$ cat src/common/obi_settings.svh
/*
 * OBI memory subsystem sizing
 * Bus widths, memory depth and fetch pipelining limit
 */

`ifndef OBI_SETTINGS_SVH
`define OBI_SETTINGS_SVH

// Byte address width on every OBI bus
`define OBI_ADDR_W 32

// Read and write data width
`define OBI_DATA_W 32

// Byte enable width, one bit per data byte
`define OBI_BE_W (`OBI_DATA_W / 8)

// SRAM depth in words, word addresses at or above this are out of range
`define OBI_RAM_WORDS 1024

// Fetch requests allowed in flight at once
`define OBI_FETCH_MAX_OUT 2

`endif

$ cat src/common/obi_pkg.sv
/*
 * OBI subsystem shared types
 * Source ids for arbitration, LSU opcodes and the fetch FSM states
 */

package obi_pkg;

    // ----------------------------------------------------------------------
    // Bus masters
    // ----------------------------------------------------------------------

    // Owner of a transaction on the shared memory bus
    typedef enum logic {
        SRC_FETCH = 1'b0,
        SRC_LSU   = 1'b1
    } obi_src_e;

    // ----------------------------------------------------------------------
    // Load/store unit
    // ----------------------------------------------------------------------

    // Command opcode, a store drives we high
    typedef enum logic {
        LSU_LOAD  = 1'b0,
        LSU_STORE = 1'b1
    } lsu_op_e;

    // ----------------------------------------------------------------------
    // Instruction fetch
    // ----------------------------------------------------------------------

    // Fetch FSM
    // IDLE waits for fetch enable, RUN issues requests,
    // DRAIN waits for the last responses after enable drops
    typedef enum logic [1:0] {
        FETCH_IDLE  = 2'b00,
        FETCH_RUN   = 2'b01,
        FETCH_DRAIN = 2'b10
    } fetch_state_e;

endpackage : obi_pkg

$ cat src/common/obi_bus_if.sv
/*
 * OBI bus, request and response channels
 * rready is always high in this system and is not carried
 */

`timescale 1ns/1ps

`include "obi_settings.svh"

interface obi_bus_if (
    input logic clk_i
);

    // Request channel, held stable by the master until gnt
    logic                    req;
    logic                    gnt;
    logic [`OBI_ADDR_W-1:0]  addr;
    logic                    we;
    logic [`OBI_BE_W-1:0]    be;
    logic [`OBI_DATA_W-1:0]  wdata;

    // Response channel, one rvalid pulse per granted request
    logic                    rvalid;
    logic [`OBI_DATA_W-1:0]  rdata;
    logic                    err;

    // Requester side
    modport master (
        input  clk_i,
        output req, addr, we, be, wdata,
        input  gnt, rvalid, rdata, err
    );

    // Responder side
    modport slave (
        input  clk_i,
        input  req, addr, we, be, wdata,
        output gnt, rvalid, rdata, err
    );

endinterface : obi_bus_if

$ cat src/obi_arbiter.sv
/*
 * Two-master OBI arbiter
 * Round-robin grant onto the memory bus, responses routed back by source
 */

`timescale 1ns/1ps

module obi_arbiter import obi_pkg::*; (
    input  logic      clk_i,
    input  logic      reset_i,
    obi_bus_if.slave  fetch_s,
    obi_bus_if.slave  lsu_s,
    obi_bus_if.master mem_m
);

    obi_src_e last_q;
    obi_src_e route_q;
    obi_src_e sel;
    logic     route_vld_q;
    logic     mem_xfer;

    // ----------------------------------------------------------------------
    // Request selection
    // ----------------------------------------------------------------------

    // Contention goes to the source not granted last
    always_comb begin
        if (fetch_s.req && lsu_s.req) begin
            sel = (last_q == SRC_FETCH) ? SRC_LSU : SRC_FETCH;
        end else if (lsu_s.req) begin
            sel = SRC_LSU;
        end else begin
            sel = SRC_FETCH;
        end
    end

    assign mem_m.req = fetch_s.req || lsu_s.req;
    assign mem_xfer  = mem_m.req && mem_m.gnt;

    // Forward the selected request fields
    always_comb begin
        if (sel == SRC_LSU) begin
            mem_m.addr  = lsu_s.addr;
            mem_m.we    = lsu_s.we;
            mem_m.be    = lsu_s.be;
            mem_m.wdata = lsu_s.wdata;
        end else begin
            mem_m.addr  = fetch_s.addr;
            mem_m.we    = fetch_s.we;
            mem_m.be    = fetch_s.be;
            mem_m.wdata = fetch_s.wdata;
        end
    end

    // Loser sees gnt low and keeps its request up
    assign fetch_s.gnt = mem_m.gnt && fetch_s.req && (sel == SRC_FETCH);
    assign lsu_s.gnt   = mem_m.gnt && lsu_s.req && (sel == SRC_LSU);

    // ----------------------------------------------------------------------
    // Response routing
    // ----------------------------------------------------------------------

    // Memory answers one cycle after a transfer, one route entry is enough
    assign fetch_s.rvalid = mem_m.rvalid && route_vld_q && (route_q == SRC_FETCH);
    assign lsu_s.rvalid   = mem_m.rvalid && route_vld_q && (route_q == SRC_LSU);

    // Data and error are only looked at with rvalid
    assign fetch_s.rdata = mem_m.rdata;
    assign fetch_s.err   = mem_m.err;
    assign lsu_s.rdata   = mem_m.rdata;
    assign lsu_s.err     = mem_m.err;

    always_ff @(posedge clk_i) begin
        if (reset_i) begin
            // Fetch wins the first contention
            last_q      <= SRC_LSU;
            route_q     <= SRC_FETCH;
            route_vld_q <= 1'b0;
        end else begin
            route_q     <= sel;
            route_vld_q <= mem_xfer;
            if (mem_xfer) begin
                last_q <= sel;
            end
        end
    end

endmodule : obi_arbiter

$ cat src/flat_wrapper.sv
// flat-port wrapper written by rule: the top's interface ports become plain ports
module obi_arbiter_flat import obi_pkg::*;
  (clk_i, reset_i, fetch_s_req, fetch_s_addr, fetch_s_we, fetch_s_be, fetch_s_wdata, fetch_s_gnt, fetch_s_rvalid, fetch_s_rdata, fetch_s_err, lsu_s_req, lsu_s_addr, lsu_s_we, lsu_s_be, lsu_s_wdata, lsu_s_gnt, lsu_s_rvalid, lsu_s_rdata, lsu_s_err, mem_m_req, mem_m_addr, mem_m_we, mem_m_be, mem_m_wdata, mem_m_gnt, mem_m_rvalid, mem_m_rdata, mem_m_err);
  obi_bus_if fetch_s_i (.clk_i(clk_i));
  obi_bus_if lsu_s_i (.clk_i(clk_i));
  obi_bus_if mem_m_i (.clk_i(clk_i));
  input  logic clk_i;
  input  logic reset_i;
  input wire logic [$bits(fetch_s_i.req)-1:0] fetch_s_req;
  input wire logic [$bits(fetch_s_i.addr)-1:0] fetch_s_addr;
  input wire logic [$bits(fetch_s_i.we)-1:0] fetch_s_we;
  input wire logic [$bits(fetch_s_i.be)-1:0] fetch_s_be;
  input wire logic [$bits(fetch_s_i.wdata)-1:0] fetch_s_wdata;
  output wire logic [$bits(fetch_s_i.gnt)-1:0] fetch_s_gnt;
  output wire logic [$bits(fetch_s_i.rvalid)-1:0] fetch_s_rvalid;
  output wire logic [$bits(fetch_s_i.rdata)-1:0] fetch_s_rdata;
  output wire logic [$bits(fetch_s_i.err)-1:0] fetch_s_err;
  input wire logic [$bits(lsu_s_i.req)-1:0] lsu_s_req;
  input wire logic [$bits(lsu_s_i.addr)-1:0] lsu_s_addr;
  input wire logic [$bits(lsu_s_i.we)-1:0] lsu_s_we;
  input wire logic [$bits(lsu_s_i.be)-1:0] lsu_s_be;
  input wire logic [$bits(lsu_s_i.wdata)-1:0] lsu_s_wdata;
  output wire logic [$bits(lsu_s_i.gnt)-1:0] lsu_s_gnt;
  output wire logic [$bits(lsu_s_i.rvalid)-1:0] lsu_s_rvalid;
  output wire logic [$bits(lsu_s_i.rdata)-1:0] lsu_s_rdata;
  output wire logic [$bits(lsu_s_i.err)-1:0] lsu_s_err;
  output wire logic [$bits(mem_m_i.req)-1:0] mem_m_req;
  output wire logic [$bits(mem_m_i.addr)-1:0] mem_m_addr;
  output wire logic [$bits(mem_m_i.we)-1:0] mem_m_we;
  output wire logic [$bits(mem_m_i.be)-1:0] mem_m_be;
  output wire logic [$bits(mem_m_i.wdata)-1:0] mem_m_wdata;
  input wire logic [$bits(mem_m_i.gnt)-1:0] mem_m_gnt;
  input wire logic [$bits(mem_m_i.rvalid)-1:0] mem_m_rvalid;
  input wire logic [$bits(mem_m_i.rdata)-1:0] mem_m_rdata;
  input wire logic [$bits(mem_m_i.err)-1:0] mem_m_err;
  assign fetch_s_i.req = fetch_s_req;
  assign fetch_s_i.addr = fetch_s_addr;
  assign fetch_s_i.we = fetch_s_we;
  assign fetch_s_i.be = fetch_s_be;
  assign fetch_s_i.wdata = fetch_s_wdata;
  assign fetch_s_gnt = fetch_s_i.gnt;
  assign fetch_s_rvalid = fetch_s_i.rvalid;
  assign fetch_s_rdata = fetch_s_i.rdata;
  assign fetch_s_err = fetch_s_i.err;
  assign lsu_s_i.req = lsu_s_req;
  assign lsu_s_i.addr = lsu_s_addr;
  assign lsu_s_i.we = lsu_s_we;
  assign lsu_s_i.be = lsu_s_be;
  assign lsu_s_i.wdata = lsu_s_wdata;
  assign lsu_s_gnt = lsu_s_i.gnt;
  assign lsu_s_rvalid = lsu_s_i.rvalid;
  assign lsu_s_rdata = lsu_s_i.rdata;
  assign lsu_s_err = lsu_s_i.err;
  assign mem_m_req = mem_m_i.req;
  assign mem_m_addr = mem_m_i.addr;
  assign mem_m_we = mem_m_i.we;
  assign mem_m_be = mem_m_i.be;
  assign mem_m_wdata = mem_m_i.wdata;
  assign mem_m_i.gnt = mem_m_gnt;
  assign mem_m_i.rvalid = mem_m_rvalid;
  assign mem_m_i.rdata = mem_m_rdata;
  assign mem_m_i.err = mem_m_err;
  obi_arbiter u_core (.clk_i(clk_i), .reset_i(reset_i), .fetch_s(fetch_s_i), .lsu_s(lsu_s_i), .mem_m(mem_m_i));
endmodule
$ cat config.mk
export PLATFORM = sky130hd
export DESIGN_NAME = obi_arbiter_flat
export DESIGN_NICKNAME = d
export VERILOG_FILES = /design/src/common/obi_pkg.sv /design/src/common/obi_bus_if.sv /design/src/obi_arbiter.sv /design/src/flat_wrapper.sv
export VERILOG_INCLUDE_DIRS = /design/src /design/src/common
export SDC_FILE = /design/constraint.sdc
export NUM_CORES = 1
export LEC_CHECK = 0
export BUFFER_PORTS_ARGS = -buffer_cell sky130_fd_sc_hd__buf_2
export CAP_MARGIN = 20
export CORE_AREA = 5 5 120 122
export DETAILED_ROUTE_END_ITERATION = 12
export DIE_AREA = 0 0 125 127
export GPL_TIMING_DRIVEN = 0
export MAX_ROUTING_LAYER = met4
export PLACE_DENSITY = 0.48
export SETUP_SLACK_MARGIN = 0.2
export SLEW_MARGIN = 20
export SYNTH_ARGS = -nofsm -noshare
export SYNTH_HDL_FRONTEND = slang
export SYNTH_SLANG_ARGS = --single-unit
$ cat constraint.sdc
create_clock -name clk_i -period 1.6 [get_ports clk_i]
set_input_delay 0.08 -clock clk_i [delete_from_list [all_inputs] [get_ports clk_i]]
set_output_delay 0.08 -clock clk_i [all_outputs]
set_load 0.01 [all_outputs]
# Word-level counts from Yosys, hierarchy flattened
# Index checks and enable logic that the tools add are counted.
dict set report word_totals {
  regBits 3
  inputBits 177
  output_inout_bits 140
  word_cells 22
}
dict set report op_classes {
  n_mux 7
  bitwise 2
  reduce_logical 10
}
# cell n
set op_table {}
lappend op_table {{32-bit 2-to-1 mux} 2}
lappend op_table {{1-bit logical AND} 9}
lappend op_table {{1-bit 2-to-1 mux} 4}
lappend op_table {{4-bit 2-to-1 mux} 1}
lappend op_table {{1-bit NOT} 2}
lappend op_table {{1-bit logical OR} 1}

# Longest topological paths before layout
dict set report logic_depth {
  word_depth 4
  depth_mapped 3
  ltp_nobuf 2
}

# Worst setup path after synthesis
# No wires, ideal clock.
dict set report synth_timing {
  kind {reg2out}
  from {register u_core.last_q}
  to {output port mem_m_addr[0]}
  arrival_ps 1172
  t_required_ps 1520
  setup_slack_ps 348
  path_stages_with_launch 4
  path_buffers 1
  cell_sequence {dfxtp_1 a21boi_4 buf_4 mux2_2}
}
dict set report synth_between {
  elab_chain_len 3
}
# item line_no
set synth_lines {}
lappend synth_lines {{start: declaration} obi_arbiter.sv:16} ;# obi_src_e last_q;
lappend synth_lines {{start signal: assignment} obi_arbiter.sv:83} ;# last_q <= sel;
lappend synth_lines {{1-bit 2-to-1 mux} obi_arbiter.sv:29} ;# sel = (last_q == SRC_FETCH) ? SRC_LSU : SRC_FETCH;
lappend synth_lines {{1-bit 2-to-1 mux} obi_arbiter.sv:28} ;# if (fetch_s.req && lsu_s.req) begin
lappend synth_lines {{32-bit 2-to-1 mux} obi_arbiter.sv:42} ;# if (sel == SRC_LSU) begin
lappend synth_lines {{end: declaration} flat_wrapper.sv:28} ;# output wire logic [$bits(mem_m_i.addr)-1:0] mem_m_addr;
# Every way passes these cells.

# Worst setup path after layout
dict set report layout_timing {
  from {register u_core.last_q}
  to {output port mem_m_wdata[11]}
}
dict set report layout_between {
  elab_chain_len 3
}
# item line_no
set layout_lines {}
lappend layout_lines {{1-bit 2-to-1 mux} obi_arbiter.sv:29}
lappend layout_lines {{1-bit 2-to-1 mux} obi_arbiter.sv:28}
lappend layout_lines {{32-bit 2-to-1 mux} obi_arbiter.sv:42}
lappend layout_lines {{end: declaration} flat_wrapper.sv:31} ;# output wire logic [$bits(mem_m_i.wdata)-1:0] mem_m_wdata;
# Every way passes these cells.

==> results.py <==
metrics = {
    "synthesis": {
        "syn_area_per_cell_um2": 9.48,
        "ys_seq_area_frac": 0.0404,
        "synth_cells": 157,
        "synth_warnings": 0,
        "ys_seq_elements": 3,
        "syn-cell-area_mm2": 0.00149,
        "syn-num-nets": 334,
        "synth_cell_type_count": 14,
    },
    "setup_path": {
        "crit_start": "u_core.last_q",
        "startpoint_type": "register",
        "cp_slowest_stage_delay_ns": 0.34,
        "reg2reg_to": "u_core.route_q",
        "worstPathMaxFanout": 5,
        "worst-r2r-cell-count": 4,
        "critical_path_required_ns": 1.52,
        "cp_common_cell": "buf_6",
        "worstSetupEndpointType": "output port",
        "reg2reg_slack_ns": 0.61,
        "worstPathArrival_ns": 1.52,
        "worstPathCellList": "a21boi_4 > buf_6 > clkbuf_16 > mux2_2 > buf_6",
        "crit_type": "register to output port",
        "rr_startpoint": "u_core.last_q",
        "cp_slowest_cell": "mux2_2",
    },
    "die": {
        "die_area_mm2": 0.0159,
        "die_h_um": 127,
        "ios": 317,
        "num_rows": 42,
        "die_w_um": 125,
        "start_util": 0.114,
        "core-area_mm2": 0.0131,
    },
    "clock_tree": {
        "clockBufferDepth": 2,
        "clkLatencyLatePin_ns": 0.22,
        "cts_num_sinks": 3,
        "numCtsBuffers": 3,
        "cts_root_buffer": "clkbuf_16",
        "cts.clk_slew.worst_paths_ns": 0.03,
        "tritoncts": "yes",
        "htreeDepth": 1,
    },
    "timing": {
        "max_slew_margin": 0.885,
        "achievable-frequency_ghz": 0.624,
        "hold_viol": 0,
        "rsz0062_at_grt": "yes",
        "setup_ws_ns": -0.00328,
        "whs_ns": 0.0698,
        "setup_viol": 2,
        "final-max-slew-violation-count": 0,
        "max_slew.worst_pin.slew_ns": 0.172,
        "skew_ns": 0.000887,
        "fin_tns_setup_ns": -0.00352,
        "post-route-period-util": 1.00,
        "finalCriticalPeriod_ns": 1.60,
    },
    "route": {
        "totalWireLength_mm": 8.61,
        "wl_per_cell_um": 13.8,
        "drc_errors": 0,
        "drt-initial-drc-count": 22,
        "viasPerCell": 3.57,
        "vias": 2235,
        "antenna_left": 0,
        "dr.pass1.iters": 3,
    },
    "global_routing": {
        "antenna_found_initial": 0,
        "grt_max_degree": 11,
        "overflow": 0,
        "grt_pass1_vias": 2564,
        "grt_pass1_wl_mm": 12.7,
        "grt.total_usage": 0.0981,
    },
    "layout": {
        "drive_above_1_share": 0.960,
        "area.growth.synth_to_final_pct": 158,
        "mostFrequentLayoutCell": "buf_2",
        "fin_nets": 628,
        "final_cell_mix": "225 x buf_2, 68 x buf_4, 59 x buf_6",
        "n_antenna_cell": 0,
    },
    "placed_design": {
        "place.port_buffers": 283,
        "globalplace.congestion": 0.937,
        "place_hpwl_mm": 7.30,
    },
    "pwr": {
        "p_leak_nw": 2.15,
        "irDropWorstVdd_mv": 0.259,
        "power_density_mw_per_mm2": 443,
    },
    "status": {
        "outcome": "finished with violations",
        "violations": "setup timing",
    },
    "min_path": {
        "hold_class": "input port to register",
        "hold_depth": 2,
        "hold_path_end": "u_core.route_q",
        "hold_start": "reset_i",
    },
    "run": {
        "maxCapViolations": 0,
    },
}
worst max-delay path, delay by kind of cell (launching register included):
kind | cells | cell delay, ns
flops | 1 | 0.32
compound gates | 1 | 0.18
buf+inv | 3 | 0.46
mux | 1 | 0.34
Yosys cell counts, drive strengths merged:
library cell	instances	area, um^2
buf	73	567
mux2	69	777
dfxtp	3	60.1
nand2	2	7.51
nor2	2	7.51
nor2b	2	12.5
a21boi	1	18.8
a221o	1	10.0
and2	1	6.26
and3	1	6.26
and3b	1	8.76
or2	1	6.26
power breakdown:
group          internal, mW  switching, mW
clock                 0.328         0.0615
sequential           0.0804        0.00309
combinational         0.782          0.446
registers in the layout (all words and copies together) (netlist names):
register	count
u_core.last_q	1
u_core.route_q	1
u_core.route_vld_q	1
final cells by class:
cell class / count / area, um^2
clock buffers: 4 / 78.8
flip-flops and latches: 3 / 61.3
fillers: 1351 / 9250
multi-input cells: 81 / 985
plain buffers: 73 / 616
repair buffers: 289 / 1880
well taps: 176 / 220
routing by layer:
layer | global-route usage | wire length (um)
met3 | 0.0288 | 887
met5 | - | 0
met1 | 0.0960 | 2810
met2 | 0.191 | 4720
met4 | 0.0217 | 187
cells by family (layout without fill, tap and decap cells):
family	count (synthesis)	after routing	share of synthesized area
buffers and inverters	73	366	0.381
muxes	69	69	0.522
and+or+nand+nor	10	10	0.0370
DFF	3	3	0.0404
AOI/OAI and AO/OA	2	2	0.0193
how the worst max path moves through the flow:
stage | slack [ns] | cells after the start | endpoint
6_report | -0.003 | 5 | mem_m_wdata[11]
5_1_grt | -0.05 | 5 | mem_m_wdata[2]
4_1_cts | -0.04 | 5 | mem_m_wdata[31]
3_5_place_dp | -0.1 | 4 | mem_m_wdata[28]
3_3_place_gp | -0.08 | 4 | mem_m_wdata[28]
2_1_floorplan | 0.35 | 3 | mem_m_addr[0]
stage by stage:
stage                     std cells   util  setup WS, ns  power [mW]  area, um^2
final                           626  0.293      -0.00328        1.70        3840
after global routing            626  0.293       -0.0475        1.81        3840
after floorplan                 157      -         0.348       0.588        1490
after CTS                       625  0.280       -0.0385        1.64        3660
after detailed placement        616  0.239       -0.0975        1.03        3120
after global placement          616  0.239       -0.0791        1.02        3120
repair_timing:
action                     4_1_cts  5_1_grt
gates resized for setup         75       32
cloned                           1        1
hold endpoints to repair         0        0
pin swaps                        1        1
setup endpoints to repair       70       70
hold buffers                     0        0
setup buffers                    4        0
Power figures use the tool's default switching activity.
