==> src/common/obi_settings.svh <==
/*
 * OBI memory subsystem sizing
 * Bus widths, memory depth and fetch pipelining limit
 */

`ifndef OBI_SETTINGS_SVH
`define OBI_SETTINGS_SVH

// Byte address width on every OBI bus
`define OBI_ADDR_W 32

// Read and write data width
`define OBI_DATA_W 32

// Byte enable width, one bit per data byte
`define OBI_BE_W (`OBI_DATA_W / 8)

// SRAM depth in words, word addresses at or above this are out of range
`define OBI_RAM_WORDS 1024

// Fetch requests allowed in flight at once
`define OBI_FETCH_MAX_OUT 2

`endif

==> src/common/obi_pkg.sv <==
/*
 * OBI subsystem shared types
 * Source ids for arbitration, LSU opcodes and the fetch FSM states
 */

package obi_pkg;

    // ----------------------------------------------------------------------
    // Bus masters
    // ----------------------------------------------------------------------

    // Owner of a transaction on the shared memory bus
    typedef enum logic {
        SRC_FETCH = 1'b0,
        SRC_LSU   = 1'b1
    } obi_src_e;

    // ----------------------------------------------------------------------
    // Load/store unit
    // ----------------------------------------------------------------------

    // Command opcode, a store drives we high
    typedef enum logic {
        LSU_LOAD  = 1'b0,
        LSU_STORE = 1'b1
    } lsu_op_e;

    // ----------------------------------------------------------------------
    // Instruction fetch
    // ----------------------------------------------------------------------

    // Fetch FSM
    // IDLE waits for fetch enable, RUN issues requests,
    // DRAIN waits for the last responses after enable drops
    typedef enum logic [1:0] {
        FETCH_IDLE  = 2'b00,
        FETCH_RUN   = 2'b01,
        FETCH_DRAIN = 2'b10
    } fetch_state_e;

endpackage : obi_pkg

==> src/common/obi_bus_if.sv <==
/*
 * OBI bus, request and response channels
 * rready is always high in this system and is not carried
 */

`timescale 1ns/1ps

`include "obi_settings.svh"

interface obi_bus_if (
    input logic clk_i
);

    // Request channel, held stable by the master until gnt
    logic                    req;
    logic                    gnt;
    logic [`OBI_ADDR_W-1:0]  addr;
    logic                    we;
    logic [`OBI_BE_W-1:0]    be;
    logic [`OBI_DATA_W-1:0]  wdata;

    // Response channel, one rvalid pulse per granted request
    logic                    rvalid;
    logic [`OBI_DATA_W-1:0]  rdata;
    logic                    err;

    // Requester side
    modport master (
        input  clk_i,
        output req, addr, we, be, wdata,
        input  gnt, rvalid, rdata, err
    );

    // Responder side
    modport slave (
        input  clk_i,
        input  req, addr, we, be, wdata,
        output gnt, rvalid, rdata, err
    );

endinterface : obi_bus_if

==> src/fetch/obi_fetch_unit.sv <==
/*
 * Instruction fetch unit
 * Reads consecutive words over OBI with up to two requests in flight
 */

`timescale 1ns/1ps

`include "obi_settings.svh"

module obi_fetch_unit import obi_pkg::*; (
    input  logic                   clk_i,
    input  logic                   reset_i,
    input  logic                   fetch_en_i,
    input  logic [`OBI_ADDR_W-1:0] boot_addr_i,
    obi_bus_if.master              bus_m,
    output logic                   instr_valid_o,
    output logic [`OBI_ADDR_W-1:0] instr_addr_o,
    output logic [`OBI_DATA_W-1:0] instr_rdata_o,
    output logic                   instr_err_o
);

    localparam int PTR_W = $clog2(`OBI_FETCH_MAX_OUT);
    localparam int CNT_W = $clog2(`OBI_FETCH_MAX_OUT + 1);
    localparam logic [`OBI_ADDR_W-1:0] PC_STEP = 'd4;

    fetch_state_e            state_q;
    fetch_state_e            state_d;
    logic [`OBI_ADDR_W-1:0]  pc_q;
    logic [CNT_W-1:0]        out_cnt_q;
    logic [`OBI_ADDR_W-1:0]  addr_fifo_q [`OBI_FETCH_MAX_OUT];
    logic [PTR_W-1:0]        wr_ptr_q;
    logic [PTR_W-1:0]        rd_ptr_q;
    logic                    issue;
    logic                    xfer;
    logic                    resp;

    // ----------------------------------------------------------------------
    // OBI request side
    // ----------------------------------------------------------------------

    // Request while running and below the in-flight limit
    assign issue = (state_q == FETCH_RUN) && (out_cnt_q < CNT_W'(`OBI_FETCH_MAX_OUT));
    assign xfer  = bus_m.req && bus_m.gnt;
    assign resp  = bus_m.rvalid;

    assign bus_m.req   = issue;
    assign bus_m.addr  = pc_q;
    // Instruction side only reads full words
    assign bus_m.we    = 1'b0;
    assign bus_m.be    = '1;
    assign bus_m.wdata = '0;

    // ----------------------------------------------------------------------
    // Fetch FSM
    // ----------------------------------------------------------------------

    always_comb begin
        state_d = state_q;
        case (state_q)
            FETCH_IDLE: begin
                if (fetch_en_i) begin
                    state_d = FETCH_RUN;
                end
            end
            FETCH_RUN: begin
                // A request waiting for gnt must stay up, leave only after it
                if (!fetch_en_i && !(issue && !bus_m.gnt)) begin
                    state_d = FETCH_DRAIN;
                end
            end
            FETCH_DRAIN: begin
                if (out_cnt_q == '0) begin
                    state_d = FETCH_IDLE;
                end
            end
            default: begin
                state_d = FETCH_IDLE;
            end
        endcase
    end

    always_ff @(posedge clk_i) begin
        if (reset_i) begin
            state_q       <= FETCH_IDLE;
            out_cnt_q     <= '0;
            wr_ptr_q      <= '0;
            rd_ptr_q      <= '0;
            instr_valid_o <= 1'b0;
        end else begin
            state_q <= state_d;
            // Outstanding count, grant in and response out may coincide
            if (xfer && !resp) begin
                out_cnt_q <= out_cnt_q + 1'b1;
            end else if (!xfer && resp) begin
                out_cnt_q <= out_cnt_q - 1'b1;
            end
            if (xfer) begin
                wr_ptr_q <= wr_ptr_q + 1'b1;
            end
            if (resp) begin
                rd_ptr_q <= rd_ptr_q + 1'b1;
            end
            instr_valid_o <= resp;
        end
    end

    // PC, address FIFO and registered instruction outputs
    always_ff @(posedge clk_i) begin
        if ((state_q == FETCH_IDLE) && fetch_en_i) begin
            pc_q <= boot_addr_i;
        end else if (xfer) begin
            pc_q <= pc_q + PC_STEP;
        end
        if (xfer) begin
            addr_fifo_q[wr_ptr_q] <= pc_q;
        end
        // In-order responses pair with the oldest FIFO entry
        if (resp) begin
            instr_addr_o  <= addr_fifo_q[rd_ptr_q];
            instr_rdata_o <= bus_m.rdata;
            instr_err_o   <= bus_m.err;
        end
    end

endmodule : obi_fetch_unit

==> src/flat_wrapper.sv <==
// flat-port wrapper written by rule: the top's interface ports become plain ports
module obi_fetch_unit_flat import obi_pkg::*;
  (clk_i, reset_i, fetch_en_i, boot_addr_i, instr_valid_o, instr_addr_o, instr_rdata_o, instr_err_o, bus_m_req, bus_m_addr, bus_m_we, bus_m_be, bus_m_wdata, bus_m_gnt, bus_m_rvalid, bus_m_rdata, bus_m_err);
  obi_bus_if bus_m_i (.clk_i(clk_i));
  input  logic clk_i;
  input  logic reset_i;
  input  logic fetch_en_i;
  input  logic [`OBI_ADDR_W-1:0] boot_addr_i;
  output logic instr_valid_o;
  output logic [`OBI_ADDR_W-1:0] instr_addr_o;
  output logic [`OBI_DATA_W-1:0] instr_rdata_o;
  output logic instr_err_o;
  output wire logic [$bits(bus_m_i.req)-1:0] bus_m_req;
  output wire logic [$bits(bus_m_i.addr)-1:0] bus_m_addr;
  output wire logic [$bits(bus_m_i.we)-1:0] bus_m_we;
  output wire logic [$bits(bus_m_i.be)-1:0] bus_m_be;
  output wire logic [$bits(bus_m_i.wdata)-1:0] bus_m_wdata;
  input wire logic [$bits(bus_m_i.gnt)-1:0] bus_m_gnt;
  input wire logic [$bits(bus_m_i.rvalid)-1:0] bus_m_rvalid;
  input wire logic [$bits(bus_m_i.rdata)-1:0] bus_m_rdata;
  input wire logic [$bits(bus_m_i.err)-1:0] bus_m_err;
  assign bus_m_req = bus_m_i.req;
  assign bus_m_addr = bus_m_i.addr;
  assign bus_m_we = bus_m_i.we;
  assign bus_m_be = bus_m_i.be;
  assign bus_m_wdata = bus_m_i.wdata;
  assign bus_m_i.gnt = bus_m_gnt;
  assign bus_m_i.rvalid = bus_m_rvalid;
  assign bus_m_i.rdata = bus_m_rdata;
  assign bus_m_i.err = bus_m_err;
  obi_fetch_unit u_core (.clk_i(clk_i), .reset_i(reset_i), .fetch_en_i(fetch_en_i), .boot_addr_i(boot_addr_i), .bus_m(bus_m_i), .instr_valid_o(instr_valid_o), .instr_addr_o(instr_addr_o), .instr_rdata_o(instr_rdata_o), .instr_err_o(instr_err_o));
endmodule
==> config.mk <==
export PLATFORM = sky130hd
export DESIGN_NAME = obi_fetch_unit_flat
export DESIGN_NICKNAME = d
export VERILOG_FILES = /design/src/common/obi_pkg.sv /design/src/common/obi_bus_if.sv /design/src/fetch/obi_fetch_unit.sv /design/src/flat_wrapper.sv
export VERILOG_INCLUDE_DIRS = /design/src /design/src/common
export SDC_FILE = /design/constraint.sdc
export NUM_CORES = 1
export LEC_CHECK = 0
export BUFFER_PORTS_ARGS = -buffer_cell sky130_fd_sc_hd__buf_4
export CAP_MARGIN = 20
export CORE_MARGIN = 2
export CORE_UTILIZATION = 30
export DETAILED_ROUTE_END_ITERATION = 16
export GPL_TIMING_DRIVEN = 0
export PLACE_DENSITY = 0.51
export SKIP_LAST_GASP = 1
export SYNTH_ARGS = -nofsm -noshare
export SYNTH_HDL_FRONTEND = slang
export SYNTH_SLANG_ARGS = --single-unit
==> constraint.sdc <==
create_clock -name clk_i -period 3.13 [get_ports clk_i]
set_input_delay 0.626 -clock clk_i [delete_from_list [all_inputs] [get_ports clk_i]]
set_output_delay 0.626 -clock clk_i [all_outputs]
set_load 0.05 [all_outputs]
After elaboration in Yosys (flattened, before gate mapping)
Memory sizes are Yosys's and may differ from the RTL's. A register that Yosys moved wholly into a read port is not among the register bits.
Index checks and enable logic that the tools add are counted.
- register bits: 72
- memory bits (writable): 64
- bits of input ports: 70
- memories: 1
- add/sub/neg operators: 5
- magnitude comparators: 1
- equality and inequality tests: 5
- multiplexer cells: 10
- reduce and logical (&&, ||, !) cells: 17
- memories (memory ; words ; width ; read ports ; clocked after Yosys merged registers in ; wr ports ; RTL line ; RTL):
    u_core.addr_fifo_q ; 2 ; 32 ; 1 ; 1 ; 1 ; obi_fetch_unit.sv:30 ; logic [`OBI_ADDR_W-1:0] addr_fifo_q [`OBI_FETCH_MAX_OUT];
- operators by type and width (kind ; count):
    $mux 32 ; 2
    $add 32x3->32 const B ; 1
    $mux 2 ; 5
    $logic_and 1x1->1 ; 7
    $pmux 2 s3 ; 1
    $logic_not 1->1 ; 5
    $logic_not 2->1 ; 2
    $ne 2x2->1 const B ; 2
    $reduce_bool 2->1 ; 2
    $reduce_and 3->1 ; 1
    $add 1x1->1 const B ; 2
    $add 2x1->2 const B ; 1
    $eq 2x1->1 const B ; 1
    $eq 2x2->1 const B ; 1
    $lt 2x2->1 const B ; 1
    $mux 1 ; 2
    $ne 2x1->1 const B ; 1
    $sub 2x1->2 const B ; 1

Longest topological paths before layout
- depth in word-level cells: 7
- depth in mapped cells: 7
- gate-level depth less buffers: 7

Worst setup path before layout
OpenSTA, ideal clock, no wires.
- path type: reg2reg
- from: reg u_core.state_q[0]
- to: mem u_core.addr_fifo_q[0][0] in the netlist's numbering, enable pin
- setup time: 0.421 ns
- arrival time: 3.393 ns
- setup slack: -0.685 ns
- cell stages (with the launch flop): 4
- clock period less this slack: 3.815 ns
- cells stage by stage: dfxtp_1 nor3b_1 nand2_1 nor2_1
- cells in the longest elaborated chain, start to end: 5
- ends and longest elaborated chain (item ; RTL line ; RTL):
    start: declaration ; obi_fetch_unit.sv:26 ; fetch_state_e state_q;
    start signal: assignment ; obi_fetch_unit.sv:90 ; state_q <= state_d;
    $eq 2x1->1 ; obi_fetch_unit.sv:42 ; assign issue = (state_q == FETCH_RUN) && (out_cnt_q < CNT_W'(`OBI_FETCH_MAX_OUT));
    $logic_and 1x1->1 ; obi_fetch_unit.sv:42 ;
    via bus_m_req ; flat_wrapper.sv:13 ; output wire logic [$bits(bus_m_i.req)-1:0] bus_m_req;
    $logic_and 1x1->1 ; obi_fetch_unit.sv:43 ; assign xfer = bus_m.req && bus_m.gnt;
    $mux 1 ; obi_fetch_unit.sv:114 ; if (xfer) begin
    $mux 1 (not written as such) ; obi_fetch_unit.sv:115 ; addr_fifo_q[wr_ptr_q] <= pc_q;
    end: declaration ; obi_fetch_unit.sv:30 ;
The timed path passes the listed nets, and every way through them passes these cells.

Worst setup path in the final report
- from: reg u_core.state_q[1]
- to: reg u_core.pc_q[2] (netlist: u_core.bus_m.addr[2]), enable pin
- cells in the longest elaborated chain, start to end: 4
- ends and longest elaborated chain (item ; RTL line ; RTL):
    $eq 2x1->1 ; obi_fetch_unit.sv:42 ;
    $logic_and 1x1->1 ; obi_fetch_unit.sv:42 ;
    $logic_and 1x1->1 ; obi_fetch_unit.sv:43 ;
    $reduce_bool 2->1 (no line) (*) ; n/a ;
    end signal: assignment ; obi_fetch_unit.sv:110 ; pc_q <= boot_addr_i;
    end signal: assignment ; obi_fetch_unit.sv:112 ; pc_q <= pc_q + PC_STEP;
    end: declaration ; obi_fetch_unit.sv:28 ; logic [`OBI_ADDR_W-1:0] pc_q;
Mark *: on every way between the ends. The rest lies on a longest branch, timed or not.
A chain may end at the register's enable or synchronous reset.

==> impl_results.md <==
- # fillers: 2008
- Initial antenna violation count: 1
- Finish-stage setup viols: 0
- Period utilization: 0.861
- Maximum VDD drop: 354 µV
- FF+latch area: 4970 µm²
- Dpl ws: -26.3 ps
- Worst path cell trace: or3b_1, clkbuf_1, clkbuf_1, nand2_1, buf_16
- Final WS setup: 436 ps
- Number of synthesized flops with an enable pin: 161
- #FFs+latches synth: 168
- Commonest non-fill, non-tap cell in the layout: buf_4
- Mapped Cells: 438
- Max-slew violations: 0
- CP delay by family, top: buffers and inverters
- Clk_lat worst skew: 420 ps
- Worst Hold Endpoint: u_core.instr_rdata_o[8]
- Power per standard cell area: 662 nW/µm²
- Core Area: 22000 µm²
- Hold Fails Final Rpt: 0
- Share of post-route cells with drive strength above 1: 0.424
- Worst path bufs/invs: 3
- Max clock buf depth: 2
- Post-synthesis compound-gate area fraction: 0.0397
- Multiplexer area fraction after synthesis: 0.0532
- Mean Syn Cell Area: 15.5 µm²
- H-tree levels: 4
- Hold path depth: 1
- Synth Area in Simple Gates: 0.0883
- CTS tree: built
- Grt ovf: 0
- GP Congestion: 0.727
- Register area share after synthesis: 0.735
- Post-DRT Antenna Nets: 0
- Setup Fix Bufs, Post-CTS: 0
- Slowest stage delay, CP: 590 ps
- Multi-input logic area: 1560 µm²
- Worst-case reg-to-reg path depth: 5
- Adder-cell share of the synthesized area: 0.00370
- Post-DP HPWL: 10900 µm
- Horiz. Die Dim: 154 µm
- Hold Path Origin: bus_m_rdata[8]
- Post-CTS resize count: 0
- DR WL/cell: 16.5 µm
- Netlist cell types: 37
- Die footprint: 23800 µm²
- Post-Synth XOR/XNOR Area: 0.0233
- Worst EP required: 3300 ps
- Worst slew margin: 0.391
- Final setup skew: 6.96 ps
- FF-to-FF Start: u_core.state_q[1]
- Reg2reg end: u_core.bus_m.addr[2]
- CP dominant cell by count: clkbuf_1
- Total Wirelength: 15800 µm
- CP endpoint kind: flop
- Row Count: 54
- Pwr Total: 6.09 mW
- Max-cap viol count: 0
- TritonCTS Buffers: 17
- Max Fclk: 371 MHz
- Initial Utilization: 0.308
- Main combinational cell family by area after synthesis: simple AND/OR/NAND/NOR gates
- Critical path type: reg -> reg
- Area grow syn2layout: 35.9%
- Mapped Area: 6770 µm²
- Worst slew pin tran: 914 ps
- Reg clk slew, reported paths: 70 ps
- Arrival time at the worst endpoint: 2870 ps
- Sink Count: 168
- First-pass GRT wire length: 23800 µm
- R2R Setup Slk: 440 ps
- Tmin final: 2690 ps
- Remaining DRCs: 0
- Ys flop type: edfxtp_1
- Leakage: 3.57 nW
- Most frequent cells in the layout: 206 x buf_4, 161 x edfxtp_1, 37 x conb_1, 32 x mux2_2, 24 x nand2_1
- Nets: 734
- First drt pass iteration count: 4
- Root Driver: clkbuf_16
- DR iter-0 viols: 202
- Number of global-route vias before repair: 4206
- Hold crit path type: in -> reg
- Fraction of registers with async set/reset: 0
- YS warnings: 0
- Port bufs: 168
- GRT Util Overall: 0.133
- RSZ-0062 raised after global routing: no
- Max FO, Critical Path: 16
- Hold buffers post-CTS: 0
- CP max stage cell: nand2_1
- Largest net degree at the start of global routing: 68
- Via/cell ratio: 4.46
- Status: completed
- Startpoint Class: flop
- I/O pin count: 206
- Routed vias: 4260
- Die height: 154 µm
-- through the flow --
step           TNS, ps  std cells  area (µm²)   util  hold slack (ps)
2_1_floorplan        0        473        6910      -              483
3_3_place_gp    -10060        921        8520  0.388              497
3_5_place_dp      -408        923        8570  0.390              487
4_1_cts              0        955        9200  0.419              350
5_1_grt              0        955        9200  0.419              343
6_report             0        956        9200  0.419              375
-- cells in the mapped netlist (3+ instances only) --
cell,instances,area (µm²)
edfxtp_1,161,4830
buf_4,38,285
mux2_2,32,360
nand2_1,24,90.1
o21ai_0,23,115
nor2_1,21,78.8
nand3_1,14,70.1
nand4_1,13,81.3
xor2_1,13,114
a31oi_1,11,68.8
or3_1,9,56.3
and3_1,8,50.1
clkbuf_1,8,30.0
dfxtp_1,7,140
a21oi_1,6,30.0
buf_2,5,25.0
inv_1,5,18.8
or4_1,5,37.5
xnor2_1,5,43.8
o31ai_1,4,30.0
and2_1,3,18.8
and4_1,3,26.3
-- worst reg2reg max path, cell delays in order, from the launching register on --
cell and delay (ps):
dfxtp_1 390, or3b_1 220, clkbuf_1 440, clkbuf_1 400, nand2_1 590, buf_16 380
-- routing by layer --
layer	GRT usage	share of wire	wire length [µm]
met5	0	0	0
met4	0.0458	0.013	210
met3	0.0381	0.071	1120
met2	0.213	0.46	7320
met1	0.173	0.45	7140
-- registers in the layout (all words and copies together), names as in the netlist --
signal	count
u_core.instr_addr_o	32
u_core.instr_rdata_o	32
u_core.addr_fifo_q	64
u_core.wr_ptr_q	1
u_core.rd_ptr_q	1
u_core.bus_m.addr	32
u_core.instr_err_o	1
u_core.instr_valid_o	1
u_core.out_cnt_q	2
u_core.state_q	2
-- cells by family after synthesis --
kind of cell	count (synthesis)
AOI/OAI and AO/OA	47
xor gates and xnor gates	18
adders and majority gates	2
buffers and inverters	58
DFF	168
muxes	32
other	2
and+or+nand+nor	111
-- final cells by class --
type,instances,area share
Clock inverter,15,0.0212
Clock buffer,17,0.0463
Multi-Input combinational cell,247,0.170
Buffer,53,0.0390
Tap cell,280,0.0381
Timing Repair Buffer,170,0.142
Antenna cell,1,0.000272
Sequential cell,168,0.541
Inverter,5,0.00204
-- where the power goes --
group          internal [mW]  switching (mW)  leakage, nW
sequential              2.67           0.130         1.58
combinational          0.347           0.748         1.68
clock                   1.28           0.917        0.299
total                   4.30            1.80         3.57
-- worst max path at each step --
stage	start	to	slack, ps	depth (start not counted)
global placement	fetch_en_i	u_core.bus_m.addr[2]	-340	5
CTS	u_core.state_q[1]	u_core.bus_m.addr[2]	340	5
finish	u_core.state_q[1]	u_core.bus_m.addr[2]	440	5
detailed placement	fetch_en_i	u_core.bus_m.addr[19]	-30	6
floorplan	u_core.state_q[1]	u_core.addr_fifo_q[0][0]	490	3
global route	u_core.state_q[1]	u_core.bus_m.addr[13]	150	5
Power figures use the tool's default switching activity.
