## config.mk

```make
export PLATFORM = sky130hd
export DESIGN_NAME = obi_lsu_flat
export DESIGN_NICKNAME = d
export VERILOG_FILES = /design/src/common/obi_pkg.sv /design/src/common/obi_bus_if.sv /design/src/lsu/obi_lsu.sv /design/src/flat_wrapper.sv
export VERILOG_INCLUDE_DIRS = /design/src /design/src/common
export SDC_FILE = /design/constraint.sdc
export NUM_CORES = 1
export LEC_CHECK = 0
export BUFFER_PORTS_ARGS = -buffer_cell sky130_fd_sc_hd__buf_2
export CAP_MARGIN = 20
export CORE_UTILIZATION = 35
export CTS_CLUSTER_SIZE = 10
export DETAILED_ROUTE_END_ITERATION = 8
export PLACE_DENSITY = 0.71
export SLEW_MARGIN = 0
export SYNTH_ARGS = -nofsm -noshare
export SYNTH_HDL_FRONTEND = slang
export SYNTH_SLANG_ARGS = --single-unit
```

## constraint.sdc

```tcl
create_clock -name clk_i -period 5.33 [get_ports clk_i]
set_input_delay 0.533 -clock clk_i [delete_from_list [all_inputs] [get_ports clk_i]]
set_output_delay 0.533 -clock clk_i [all_outputs]
set_load 0.02 [all_outputs]
```

## src/common/obi_settings.svh

```systemverilog
/*
 * OBI memory subsystem sizing
 * Bus widths, memory depth and fetch pipelining limit
 */

`ifndef OBI_SETTINGS_SVH
`define OBI_SETTINGS_SVH

// Byte address width on every OBI bus
`define OBI_ADDR_W 32

// Read and write data width
`define OBI_DATA_W 32

// Byte enable width, one bit per data byte
`define OBI_BE_W (`OBI_DATA_W / 8)

// SRAM depth in words, word addresses at or above this are out of range
`define OBI_RAM_WORDS 1024

// Fetch requests allowed in flight at once
`define OBI_FETCH_MAX_OUT 2

`endif

```

## src/common/obi_pkg.sv

```systemverilog
/*
 * OBI subsystem shared types
 * Source ids for arbitration, LSU opcodes and the fetch FSM states
 */

package obi_pkg;

    // ----------------------------------------------------------------------
    // Bus masters
    // ----------------------------------------------------------------------

    // Owner of a transaction on the shared memory bus
    typedef enum logic {
        SRC_FETCH = 1'b0,
        SRC_LSU   = 1'b1
    } obi_src_e;

    // ----------------------------------------------------------------------
    // Load/store unit
    // ----------------------------------------------------------------------

    // Command opcode, a store drives we high
    typedef enum logic {
        LSU_LOAD  = 1'b0,
        LSU_STORE = 1'b1
    } lsu_op_e;

    // ----------------------------------------------------------------------
    // Instruction fetch
    // ----------------------------------------------------------------------

    // Fetch FSM
    // IDLE waits for fetch enable, RUN issues requests,
    // DRAIN waits for the last responses after enable drops
    typedef enum logic [1:0] {
        FETCH_IDLE  = 2'b00,
        FETCH_RUN   = 2'b01,
        FETCH_DRAIN = 2'b10
    } fetch_state_e;

endpackage : obi_pkg

```

## src/common/obi_bus_if.sv

```systemverilog
/*
 * OBI bus, request and response channels
 * rready is always high in this system and is not carried
 */

`timescale 1ns/1ps

`include "obi_settings.svh"

interface obi_bus_if (
    input logic clk_i
);

    // Request channel, held stable by the master until gnt
    logic                    req;
    logic                    gnt;
    logic [`OBI_ADDR_W-1:0]  addr;
    logic                    we;
    logic [`OBI_BE_W-1:0]    be;
    logic [`OBI_DATA_W-1:0]  wdata;

    // Response channel, one rvalid pulse per granted request
    logic                    rvalid;
    logic [`OBI_DATA_W-1:0]  rdata;
    logic                    err;

    // Requester side
    modport master (
        input  clk_i,
        output req, addr, we, be, wdata,
        input  gnt, rvalid, rdata, err
    );

    // Responder side
    modport slave (
        input  clk_i,
        input  req, addr, we, be, wdata,
        output gnt, rvalid, rdata, err
    );

endinterface : obi_bus_if

```

## src/lsu/obi_lsu.sv

```systemverilog
/*
 * Load/store unit
 * Turns one command into one OBI transaction and returns the result
 */

`timescale 1ns/1ps

`include "obi_settings.svh"

module obi_lsu import obi_pkg::*; (
    input  logic                   clk_i,
    input  logic                   reset_i,
    input  logic                   cmd_valid_i,
    input  lsu_op_e                cmd_op_i,
    input  logic [`OBI_ADDR_W-1:0] cmd_addr_i,
    input  logic [`OBI_BE_W-1:0]   cmd_be_i,
    input  logic [`OBI_DATA_W-1:0] cmd_wdata_i,
    obi_bus_if.master              bus_m,
    output logic                   lsu_busy_o,
    output logic                   lsu_done_o,
    output logic [`OBI_DATA_W-1:0] lsu_rdata_o,
    output logic                   lsu_err_o
);

    // Control state
    logic                    busy_q;
    logic                    req_q;

    // Captured command
    lsu_op_e                 op_q;
    logic [`OBI_ADDR_W-1:0]  addr_q;
    logic [`OBI_BE_W-1:0]    be_q;
    logic [`OBI_DATA_W-1:0]  wdata_q;

    logic                    accept;
    logic                    resp;

    // ----------------------------------------------------------------------
    // Handshake
    // ----------------------------------------------------------------------

    // Strobes while busy are dropped
    assign accept = cmd_valid_i && !busy_q;
    // Response belongs to the granted request
    assign resp   = busy_q && !req_q && bus_m.rvalid;

    assign lsu_busy_o = busy_q;

    // Request fields come straight from the command registers,
    // so they hold still until gnt
    assign bus_m.req   = req_q;
    assign bus_m.addr  = addr_q;
    assign bus_m.we    = (op_q == LSU_STORE);
    assign bus_m.be    = be_q;
    assign bus_m.wdata = wdata_q;

    always_ff @(posedge clk_i) begin
        if (reset_i) begin
            busy_q     <= 1'b0;
            req_q      <= 1'b0;
            lsu_done_o <= 1'b0;
        end else begin
            lsu_done_o <= resp;
            if (accept) begin
                busy_q <= 1'b1;
                req_q  <= 1'b1;
            end else begin
                // Request phase ends at gnt
                if (req_q && bus_m.gnt) begin
                    req_q <= 1'b0;
                end
                // Response phase ends at rvalid
                if (resp) begin
                    busy_q <= 1'b0;
                end
            end
        end
    end

    // ----------------------------------------------------------------------
    // Command capture and result
    // ----------------------------------------------------------------------

    always_ff @(posedge clk_i) begin
        if (accept) begin
            op_q    <= cmd_op_i;
            addr_q  <= cmd_addr_i;
            be_q    <= cmd_be_i;
            wdata_q <= cmd_wdata_i;
        end
        if (resp) begin
            // Stores report zero data
            lsu_rdata_o <= (op_q == LSU_LOAD) ? bus_m.rdata : '0;
            lsu_err_o   <= bus_m.err;
        end
    end

endmodule : obi_lsu

```

## src/flat_wrapper.sv

```systemverilog
// flat-port wrapper written by rule: the top's interface ports become plain ports
module obi_lsu_flat import obi_pkg::*;
  (clk_i, reset_i, cmd_valid_i, cmd_op_i, cmd_addr_i, cmd_be_i, cmd_wdata_i, lsu_busy_o, lsu_done_o, lsu_rdata_o, lsu_err_o, bus_m_req, bus_m_addr, bus_m_we, bus_m_be, bus_m_wdata, bus_m_gnt, bus_m_rvalid, bus_m_rdata, bus_m_err);
  obi_bus_if bus_m_i (.clk_i(clk_i));
  input  logic clk_i;
  input  logic reset_i;
  input  logic cmd_valid_i;
  input  lsu_op_e cmd_op_i;
  input  logic [`OBI_ADDR_W-1:0] cmd_addr_i;
  input  logic [`OBI_BE_W-1:0] cmd_be_i;
  input  logic [`OBI_DATA_W-1:0] cmd_wdata_i;
  output logic lsu_busy_o;
  output logic lsu_done_o;
  output logic [`OBI_DATA_W-1:0] lsu_rdata_o;
  output logic lsu_err_o;
  output wire logic [$bits(bus_m_i.req)-1:0] bus_m_req;
  output wire logic [$bits(bus_m_i.addr)-1:0] bus_m_addr;
  output wire logic [$bits(bus_m_i.we)-1:0] bus_m_we;
  output wire logic [$bits(bus_m_i.be)-1:0] bus_m_be;
  output wire logic [$bits(bus_m_i.wdata)-1:0] bus_m_wdata;
  input wire logic [$bits(bus_m_i.gnt)-1:0] bus_m_gnt;
  input wire logic [$bits(bus_m_i.rvalid)-1:0] bus_m_rvalid;
  input wire logic [$bits(bus_m_i.rdata)-1:0] bus_m_rdata;
  input wire logic [$bits(bus_m_i.err)-1:0] bus_m_err;
  assign bus_m_req = bus_m_i.req;
  assign bus_m_addr = bus_m_i.addr;
  assign bus_m_we = bus_m_i.we;
  assign bus_m_be = bus_m_i.be;
  assign bus_m_wdata = bus_m_i.wdata;
  assign bus_m_i.gnt = bus_m_gnt;
  assign bus_m_i.rvalid = bus_m_rvalid;
  assign bus_m_i.rdata = bus_m_rdata;
  assign bus_m_i.err = bus_m_err;
  obi_lsu u_core (.clk_i(clk_i), .reset_i(reset_i), .cmd_valid_i(cmd_valid_i), .cmd_op_i(cmd_op_i), .cmd_addr_i(cmd_addr_i), .cmd_be_i(cmd_be_i), .cmd_wdata_i(cmd_wdata_i), .bus_m(bus_m_i), .lsu_busy_o(lsu_busy_o), .lsu_done_o(lsu_done_o), .lsu_rdata_o(lsu_rdata_o), .lsu_err_o(lsu_err_o));
endmodule
```

# == Word level (Yosys, flattened, before mapping) ==
# Cells that the tools add are included.
# word_totals
regBits,105
wordCells,21
# classes
n_mux,4
reduce_logical,8
# ops
cell,count
1-bit logical AND,4
1-bit 2-to-1 mux,4
2-bit nonzero test,2
1-bit zero test,2

# == Depth between registers and ports, before layout ==
# Gate-level depths: netlist of the first run.
# depth
word_depth,5
mapped_depth,2

# == Worst setup path before layout of the first run ==
# Ideal clock, no wire load.
# synth_timing
path_kind,input -> register
start,in cmd_valid_i
end,"reg u_core.addr_q[0], in the netlist u_core.bus_m.addr[0] (enable)"
setup_ps,505
t_arrival_ps,3592
setup_slack_ps,1233
stages,1
path_buffers,0
cell_sequence,nor2b_1
# synth_between
elab_chain_cells,1
# synth_rtl
item,line_no,source
"start, declared",flat_wrapper.sv:7,input logic cmd_valid_i;
1-bit logical AND,obi_lsu.sv:43,assign accept = cmd_valid_i && !busy_q;
"end signal, assigned",obi_lsu.sv:87,addr_q <= cmd_addr_i;
"end, declared",obi_lsu.sv:31,logic [`OBI_ADDR_W-1:0] addr_q;
# Every way passes these cells.
# A chain may end at the register's enable or synchronous reset.

# == Worst setup path in the final report of the first run ==
# layout_timing
start,"reg u_core.op_q, in the netlist u_core.bus_m.we"
end,out bus_m_we
# layout_lines
item,line_no,source
"start, declared",obi_lsu.sv:30,lsu_op_e op_q;
"start signal, assigned",obi_lsu.sv:86,op_q <= cmd_op_i;
"end, declared",flat_wrapper.sv:18,output wire logic [$bits(bus_m_i.we)-1:0] bus_m_we;
# No word-level cell between the ends.

==> results of run 1 <==
[cell usage in the layout, fill, tap and decap left out]
master | netlist | layout
nor2_1 | 1 | 1
clkinv_4 | 0 | 3
clkbuf_1 | 0 | 1
inv_6 | 0 | 1
clkbuf_8 | 0 | 9
nor2b_4 | 0 | 1
buf_4 | 0 | 2
dfxtp_1 | 3 | 3
nor3_2 | 1 | 1
buf_12 | 0 | 1
and3b_1 | 1 | 1
clkinv_8 | 0 | 1
o21ba_1 | 1 | 1
and2b_1 | 1 | 1
buf_2 | 3 | 211
nor2b_1 | 34 | 33
inv_8 | 0 | 1
edfxtp_1 | 102 | 102
[worst register-to-register path, cell delays in order (launching register included)]
cell and delay [ns]:
dfxtp_1 0.36, nor2b_4 0.20, buf_12 0.24, buf_4 0.41
[path summary, 6_finish.rpt]
path	end	slack, ns	depth (start not counted)
min	u_core.bus_m.be[2]	0.34	1
min reg2reg	u_core.lsu_busy_o	0.58	2
max reg2reg	u_core.bus_m.wdata[16]	3.79	3
max	bus_m_we	3.12	1
[cells by family after synthesis]
kind of cell | Yosys count | synth area share, %
flip-flops | 105 | 92.10
AND/OR/NAND/NOR | 38 | 7.159
buffers and inverters | 3 | 0.4427
AO/OA/AOI/OAI | 1 | 0.2952
[routing by layer]
metal  up-vias  share of wire, %  GRT usage [%]
li1        994                 -              -
met1       965                36          14.87
met2       139                50          23.71
met3        12                11          5.223
met4         2               2.3          7.469
met5         -             0.083              0
[flip-flops by register name (all words and copies together) (netlist names)]
register            count
u_core.lsu_done_o       1
u_core.bus_m.req        1
u_core.bus_m.wdata     32
u_core.bus_m.be         4
u_core.lsu_busy_o       1
u_core.bus_m.addr      32
u_core.lsu_rdata_o     32
u_core.bus_m.we         1
u_core.lsu_err_o        1
[per-stage QoR]
stage / cells / cell area, µm² / hold slack (ns) / power [µW]
2_1_floorplan: 147 / 3391 / 0.6027 / 1075
3_3_place_gp: 486 / 4616 / 0.5682 / 1152
3_5_place_dp: 486 / 4616 / 0.5675 / 1157
4_1_cts: 502 / 4806 / 0.3193 / 1615
5_1_grt: 503 / 4826 / 0.3086 / 1660
6_report: 503 / 4826 / 0.3399 / 1596
[power groups by stage]
stage          clock (µW)  combinational (µW)  sequential (µW)
2_1_floorplan           0                28.4             1050
3_3_place_gp            0                 162              990
3_5_place_dp            0                 166              991
4_1_cts               476                 166              972
5_1_grt               506                 179              975
6_report              459                 167              971
[layout make-up]
cell class	count	area share, %
clock buffers	10	2.645
multi-input cells	39	5.393
well taps	129	3.345
repair buffers	214	22.61
flip-flops and latches	105	64.71
clock inverters	6	1.296
==> impl_metrics.toml, run 1 <==
[setup_path]
worst-setup-path-type = "flip-flop to output pin"
startpoint_type = "flip-flop"
worstReg2RegStart = "u_core.lsu_busy_o"
worst-path-max-fanout = 33
critPathSlowestCell = "edfxtp_1"
worstPathArrival_ns = 1.68
path_cells = "buf_2"
path_delay_family = "flip-flops"
crit_path_end_kind = "output pin"
path_buf_inv = 1
critical_path_required_ns = 4.80
crit_start = "u_core.bus_m.we"
crit_path_max_incr_delay_ns = 1.01

[logic_synthesis]
synth_top_area_cell = "edfxtp_1"
synth-seq-cells = 105
syn_avg_cell_area_um2 = 23.07
yosysTopAreaCellShare_pct = 90.33
synth.yosys.seq_area_share_pct = 92.10
synth_common_cells = "edfxtp_1 (102), nor2b_1 (34), buf_2 (3), dfxtp_1 (3)"
synth.most_common_cell = "edfxtp_1"
synth_warnings = 0
syn_area_um2 = 3391
synth_cell_types = 9
synth-edff-count = 102
synthFlopType = "edfxtp_1"
async_reset_ff_share_pct = 0
syn_inst = 147
ys_top_cells_by_area = "edfxtp_1 (90%), nor2b_1 (6.3%), dfxtp_1 (1.8%), buf_2 (0.44%), nor3_2 (0.30%)"
synth_fp_nets = 254

[clock_network]
cts_repair_resize_count = 0
clkLatencyLatePin_ns = 0.36
clockBufferDepth = 2
cts_buffers = 9
cts_root_buf = "clkbuf_8"
cts_tree = "yes"
clock_sinks = 105
htreeDepth = 3
hold_buffers = 0
clk_pin_slew_ns = 0.11
cts_setup_buffers = 0

[detailed_routing]
drcViolationCount = 0
wire_per_inst_um = 14.36
first_iter_violations = 44
vias = 2112
ant_nets = 0
viasPerCell = 4.199
drtPass1Iterations = 4
postRouteWirelength_mm = 7.223

[power_and_ir_drop]
switching_power_uw = 392.5
p_sw_share_pct = 24.59
comb_power_share_pct = 10.4
power_leakage_uw = 0.002050
power_frac_seq_pct = 60.8
p_per_area_nw_per_um2 = 330.8
internal_power_uw = 1204
vdd_drop_max_mv = 0.1263
clockPowerShare_pct = 28.8

[floorplanning]
core_region_area_um2 = 9328
die_w_um = 100.4
die_y_um = 100.4
fp-row-count = 35
io-pin-count = 212
dieArea_um2 = 10090
initial_core_util_pct = 36.35

[hold_path]
min_from = "cmd_be_i[2]"
hold_path_class = "input pin to flip-flop"

[run_status]
status = "finished, final reports clean"

[global_routing]
track_usage_pct = 13.87
grt_pass1_vias = 2017
grt_pass1_wl_mm = 10.17
antenna_found_initial = 0
grt_max_degree = 40
grt.overflow.total = 0

[placement]
gp_congestion = 0.7319
place_ws_ns = 2.925
portBuffers = 211

[sta]
drv_slew = 0
timing.final.ws_setup_ns = 3.117
finalHoldViolations = 0
rsz0062_at_grt = "false"
max_freq_mhz = 452.0
worstMarginPinSlew_ns = 0.9988
slew_headroom_pct = 33.42
setup_viol = 0
min_period_ns = 2.213
skew_ns = 0.009971
fin_setup_tns_ns = 0
fin_crit_sh_pct = 41.51

[layout]
multiInputGateArea_um2 = 260.3
utilization_pct = 51.74
seq_area_um2 = 3123
num_antenna_cells = 0
drive_gt1_share_pct = 61.76
layout.nets = 476
fillerInstances = 787
area_growth_pct = 42.32

[flow_run]
drv_cap = 0
Note: power is estimated with default switching activity, not from simulation.
==> run 2: changes to the inputs <==
- ABC_AREA: not set -> 1
- PLACE_DENSITY: 0.71 -> 0.7
- clock period: 5.33 -> 2.1 ns (I/O delays scaled with it)
==> impl_metrics.toml, run 2 <==
[detailed_routing]
wire_per_inst_um = 13.55
drtPass1Iterations = 4
postRouteWirelength_mm = 7.383
ant_nets = 0
drcViolationCount = 0
viasPerCell = 4.068
first_iter_violations = 61
vias = 2217

[placement]
detailed_place_hpwl_mm = 5.642
gp_congestion = 0.7124
portBuffers = 211

[sta]
setup_viol = 0
holdWs_ns = 0.02418
max_freq_mhz = 664.8
slew_headroom_pct = 63.79
min_period_ns = 1.504
fin_crit_sh_pct = 71.63
fin_setup_tns_ns = 0
worstMarginPinSlew_ns = 0.5418
finalHoldViolations = 0
drv_slew = 0
rsz0062_at_grt = "false"
skew_ns = 0.01445

[floorplanning]
fp-row-count = 35
core_region_area_um2 = 9371
io-pin-count = 212
die_y_um = 101.2
dieArea_um2 = 10240
initial_core_util_pct = 36.76
die_w_um = 101.2

[setup_path]
worstReg2RegStart = "u_core.lsu_busy_o"
rrSetupSlack_ns = 0.62
crit_path_max_incr_delay_ns = 0.69
startpoint_type = "flip-flop"
crit_path_end_kind = "output pin"
worst-setup-path-type = "flip-flop to output pin"
worstPathArrival_ns = 1.29
path_buf_inv = 1
path_delay_family = "flip-flops"
reg2reg_to = "u_core.lsu_rdata_o[1]"
critical_path_required_ns = 1.89
critPathSlowestCell = "edfxtp_1"
rr_worst_depth = 3
worst-path-max-fanout = 17
path_cells = "buf_2"

[clock_network]
cts_tree = "yes"
clock_sinks = 105
cts_root_buf = "clkbuf_8"
clkLatencyLatePin_ns = 0.35
cts_repair_resize_count = 0
clockBufferDepth = 2
clk_pin_slew_ns = 0.10
hold_buffers = 0
cts_setup_buffers = 0
htreeDepth = 3
cts_buffers = 9

[layout]
final_cell_mix = "buf_2 (211), edfxtp_1 (102), inv_1 (34), nor2_1 (33), clkbuf_8 (10)"
area_growth_pct = 43.59
num_antenna_cells = 0
layout.nets = 518
fillerInstances = 826
final_common_cell = "buf_2"
drive_gt1_share_pct = 55.29

[logic_synthesis]
ys_top_cells_by_area = "edfxtp_1 (89%), inv_1 (3.8%), nor2_1 (3.7%), dfxtp_1 (1.7%), buf_6 (0.98%)"
async_reset_ff_share_pct = 0
synth_cell_types = 9
synth-edff-count = 102
synth_top_area_cell = "edfxtp_1"
synth-seq-cells = 105
synthFlopType = "edfxtp_1"
syn_avg_cell_area_um2 = 18.82
synth_warnings = 0
syn_area_um2 = 3445
synth_fp_nets = 290
yosysTopAreaCellShare_pct = 88.92
synth_common_cells = "edfxtp_1 (102), inv_1 (35), nor2_1 (34)"
synth.yosys.seq_area_share_pct = 90.66
synth.most_common_cell = "edfxtp_1"
syn_inst = 183

[global_routing]
antenna_found_initial = 0
grt_pass1_vias = 2195
grt.overflow.total = 0
grt_max_degree = 68
track_usage_pct = 13.88
grt_pass1_wl_mm = 10.47

[run_status]
status = "finished, final reports clean"

[power_and_ir_drop]
power_leakage_uw = 0.002227
p_per_area_nw_per_um2 = 837.3
vdd_drop_max_mv = 0.3321

[flow_run]
drv_cap = 0

[hold_path]
min_from = "cmd_addr_i[12]"
hold_path_class = "input pin to flip-flop"
whs_endpoint = "u_core.bus_m.addr[12]"
holdPathStages = 1
==> run 2: through the flow <==
stage / worst slack (ns) / std cells / power [µW] / util, % / area, µm²
final: 0.5959 / 545 / 4141 / 52.78 / 4946
after detailed placement: 0.6021 / 523 / 2956 / 50.01 / 4687
after global placement: 0.6995 / 523 / 2942 / 50.01 / 4687
after CTS: 0.5639 / 539 / 4177 / 52.14 / 4886
after global routing: 0.4886 / 545 / 4299 / 52.78 / 4946
after floorplan: 0.08019 / 183 / 2730 / - / 3451
==> run 2: cells by family (layout without fill, tap and decap cells) <==
logic type	count (synthesis)	after routing	share of synthesized area (%)
buffers and inverters	38	271	4.795
DFF	105	105	90.66
AOI/OAI and AO/OA	2	2	0.3632
and+or+nand+nor	38	38	4.177
==> run 2: cell type report <==
| cell class | instances | area [µm²] | area share (%) |
|---|---|---|---|
| Inverter | 35 | 135.1 | 2.732 |
| Tap cell | 129 | 161.4 | 3.263 |
| Clock buffer | 12 | 145.1 | 2.934 |
| Timing Repair Buffer | 220 | 1164 | 23.53 |
| Sequential cell | 105 | 3123 | 63.14 |
| Multi-Input combinational cell | 40 | 163.9 | 3.314 |
| Clock inverter | 4 | 53.80 | 1.088 |
==> run 2: metal layers <==
layer / track usage [%] / part of all wire (%) / vias to the layer above
met5: 0 / 0 / -
met4: 6.132 / 1.8 / 0
met3: 5.797 / 11 / 11
met2: 24.86 / 50 / 138
met1: 14.15 / 37 / 989
li1: - / - / 1079
==> run 2: report_power, final <==
| group | switching (µW) | internal [µW] | leakage (µW) |
|---|---|---|---|
| clock | 647 | 588 | 0.0000928 |
| combinational | 277 | 169 | 0.00114 |
| sequential | 32.5 | 2430 | 0.000992 |
==> run 2: worst max path at each step <==
stage,from,depth (start not counted),slack [ns],end
5_1_grt,u_core.bus_m.we,1,0.49,bus_m_we
4_1_cts,u_core.bus_m.we,1,0.56,bus_m_we
3_3_place_gp,u_core.lsu_busy_o,3,0.70,u_core.lsu_rdata_o[2]
3_5_place_dp,u_core.lsu_busy_o,3,0.60,u_core.lsu_rdata_o[1]
6_report,u_core.bus_m.we,1,0.60,bus_m_we
2_1_floorplan,u_core.lsu_busy_o,3,0.08,u_core.bus_m.addr[0]
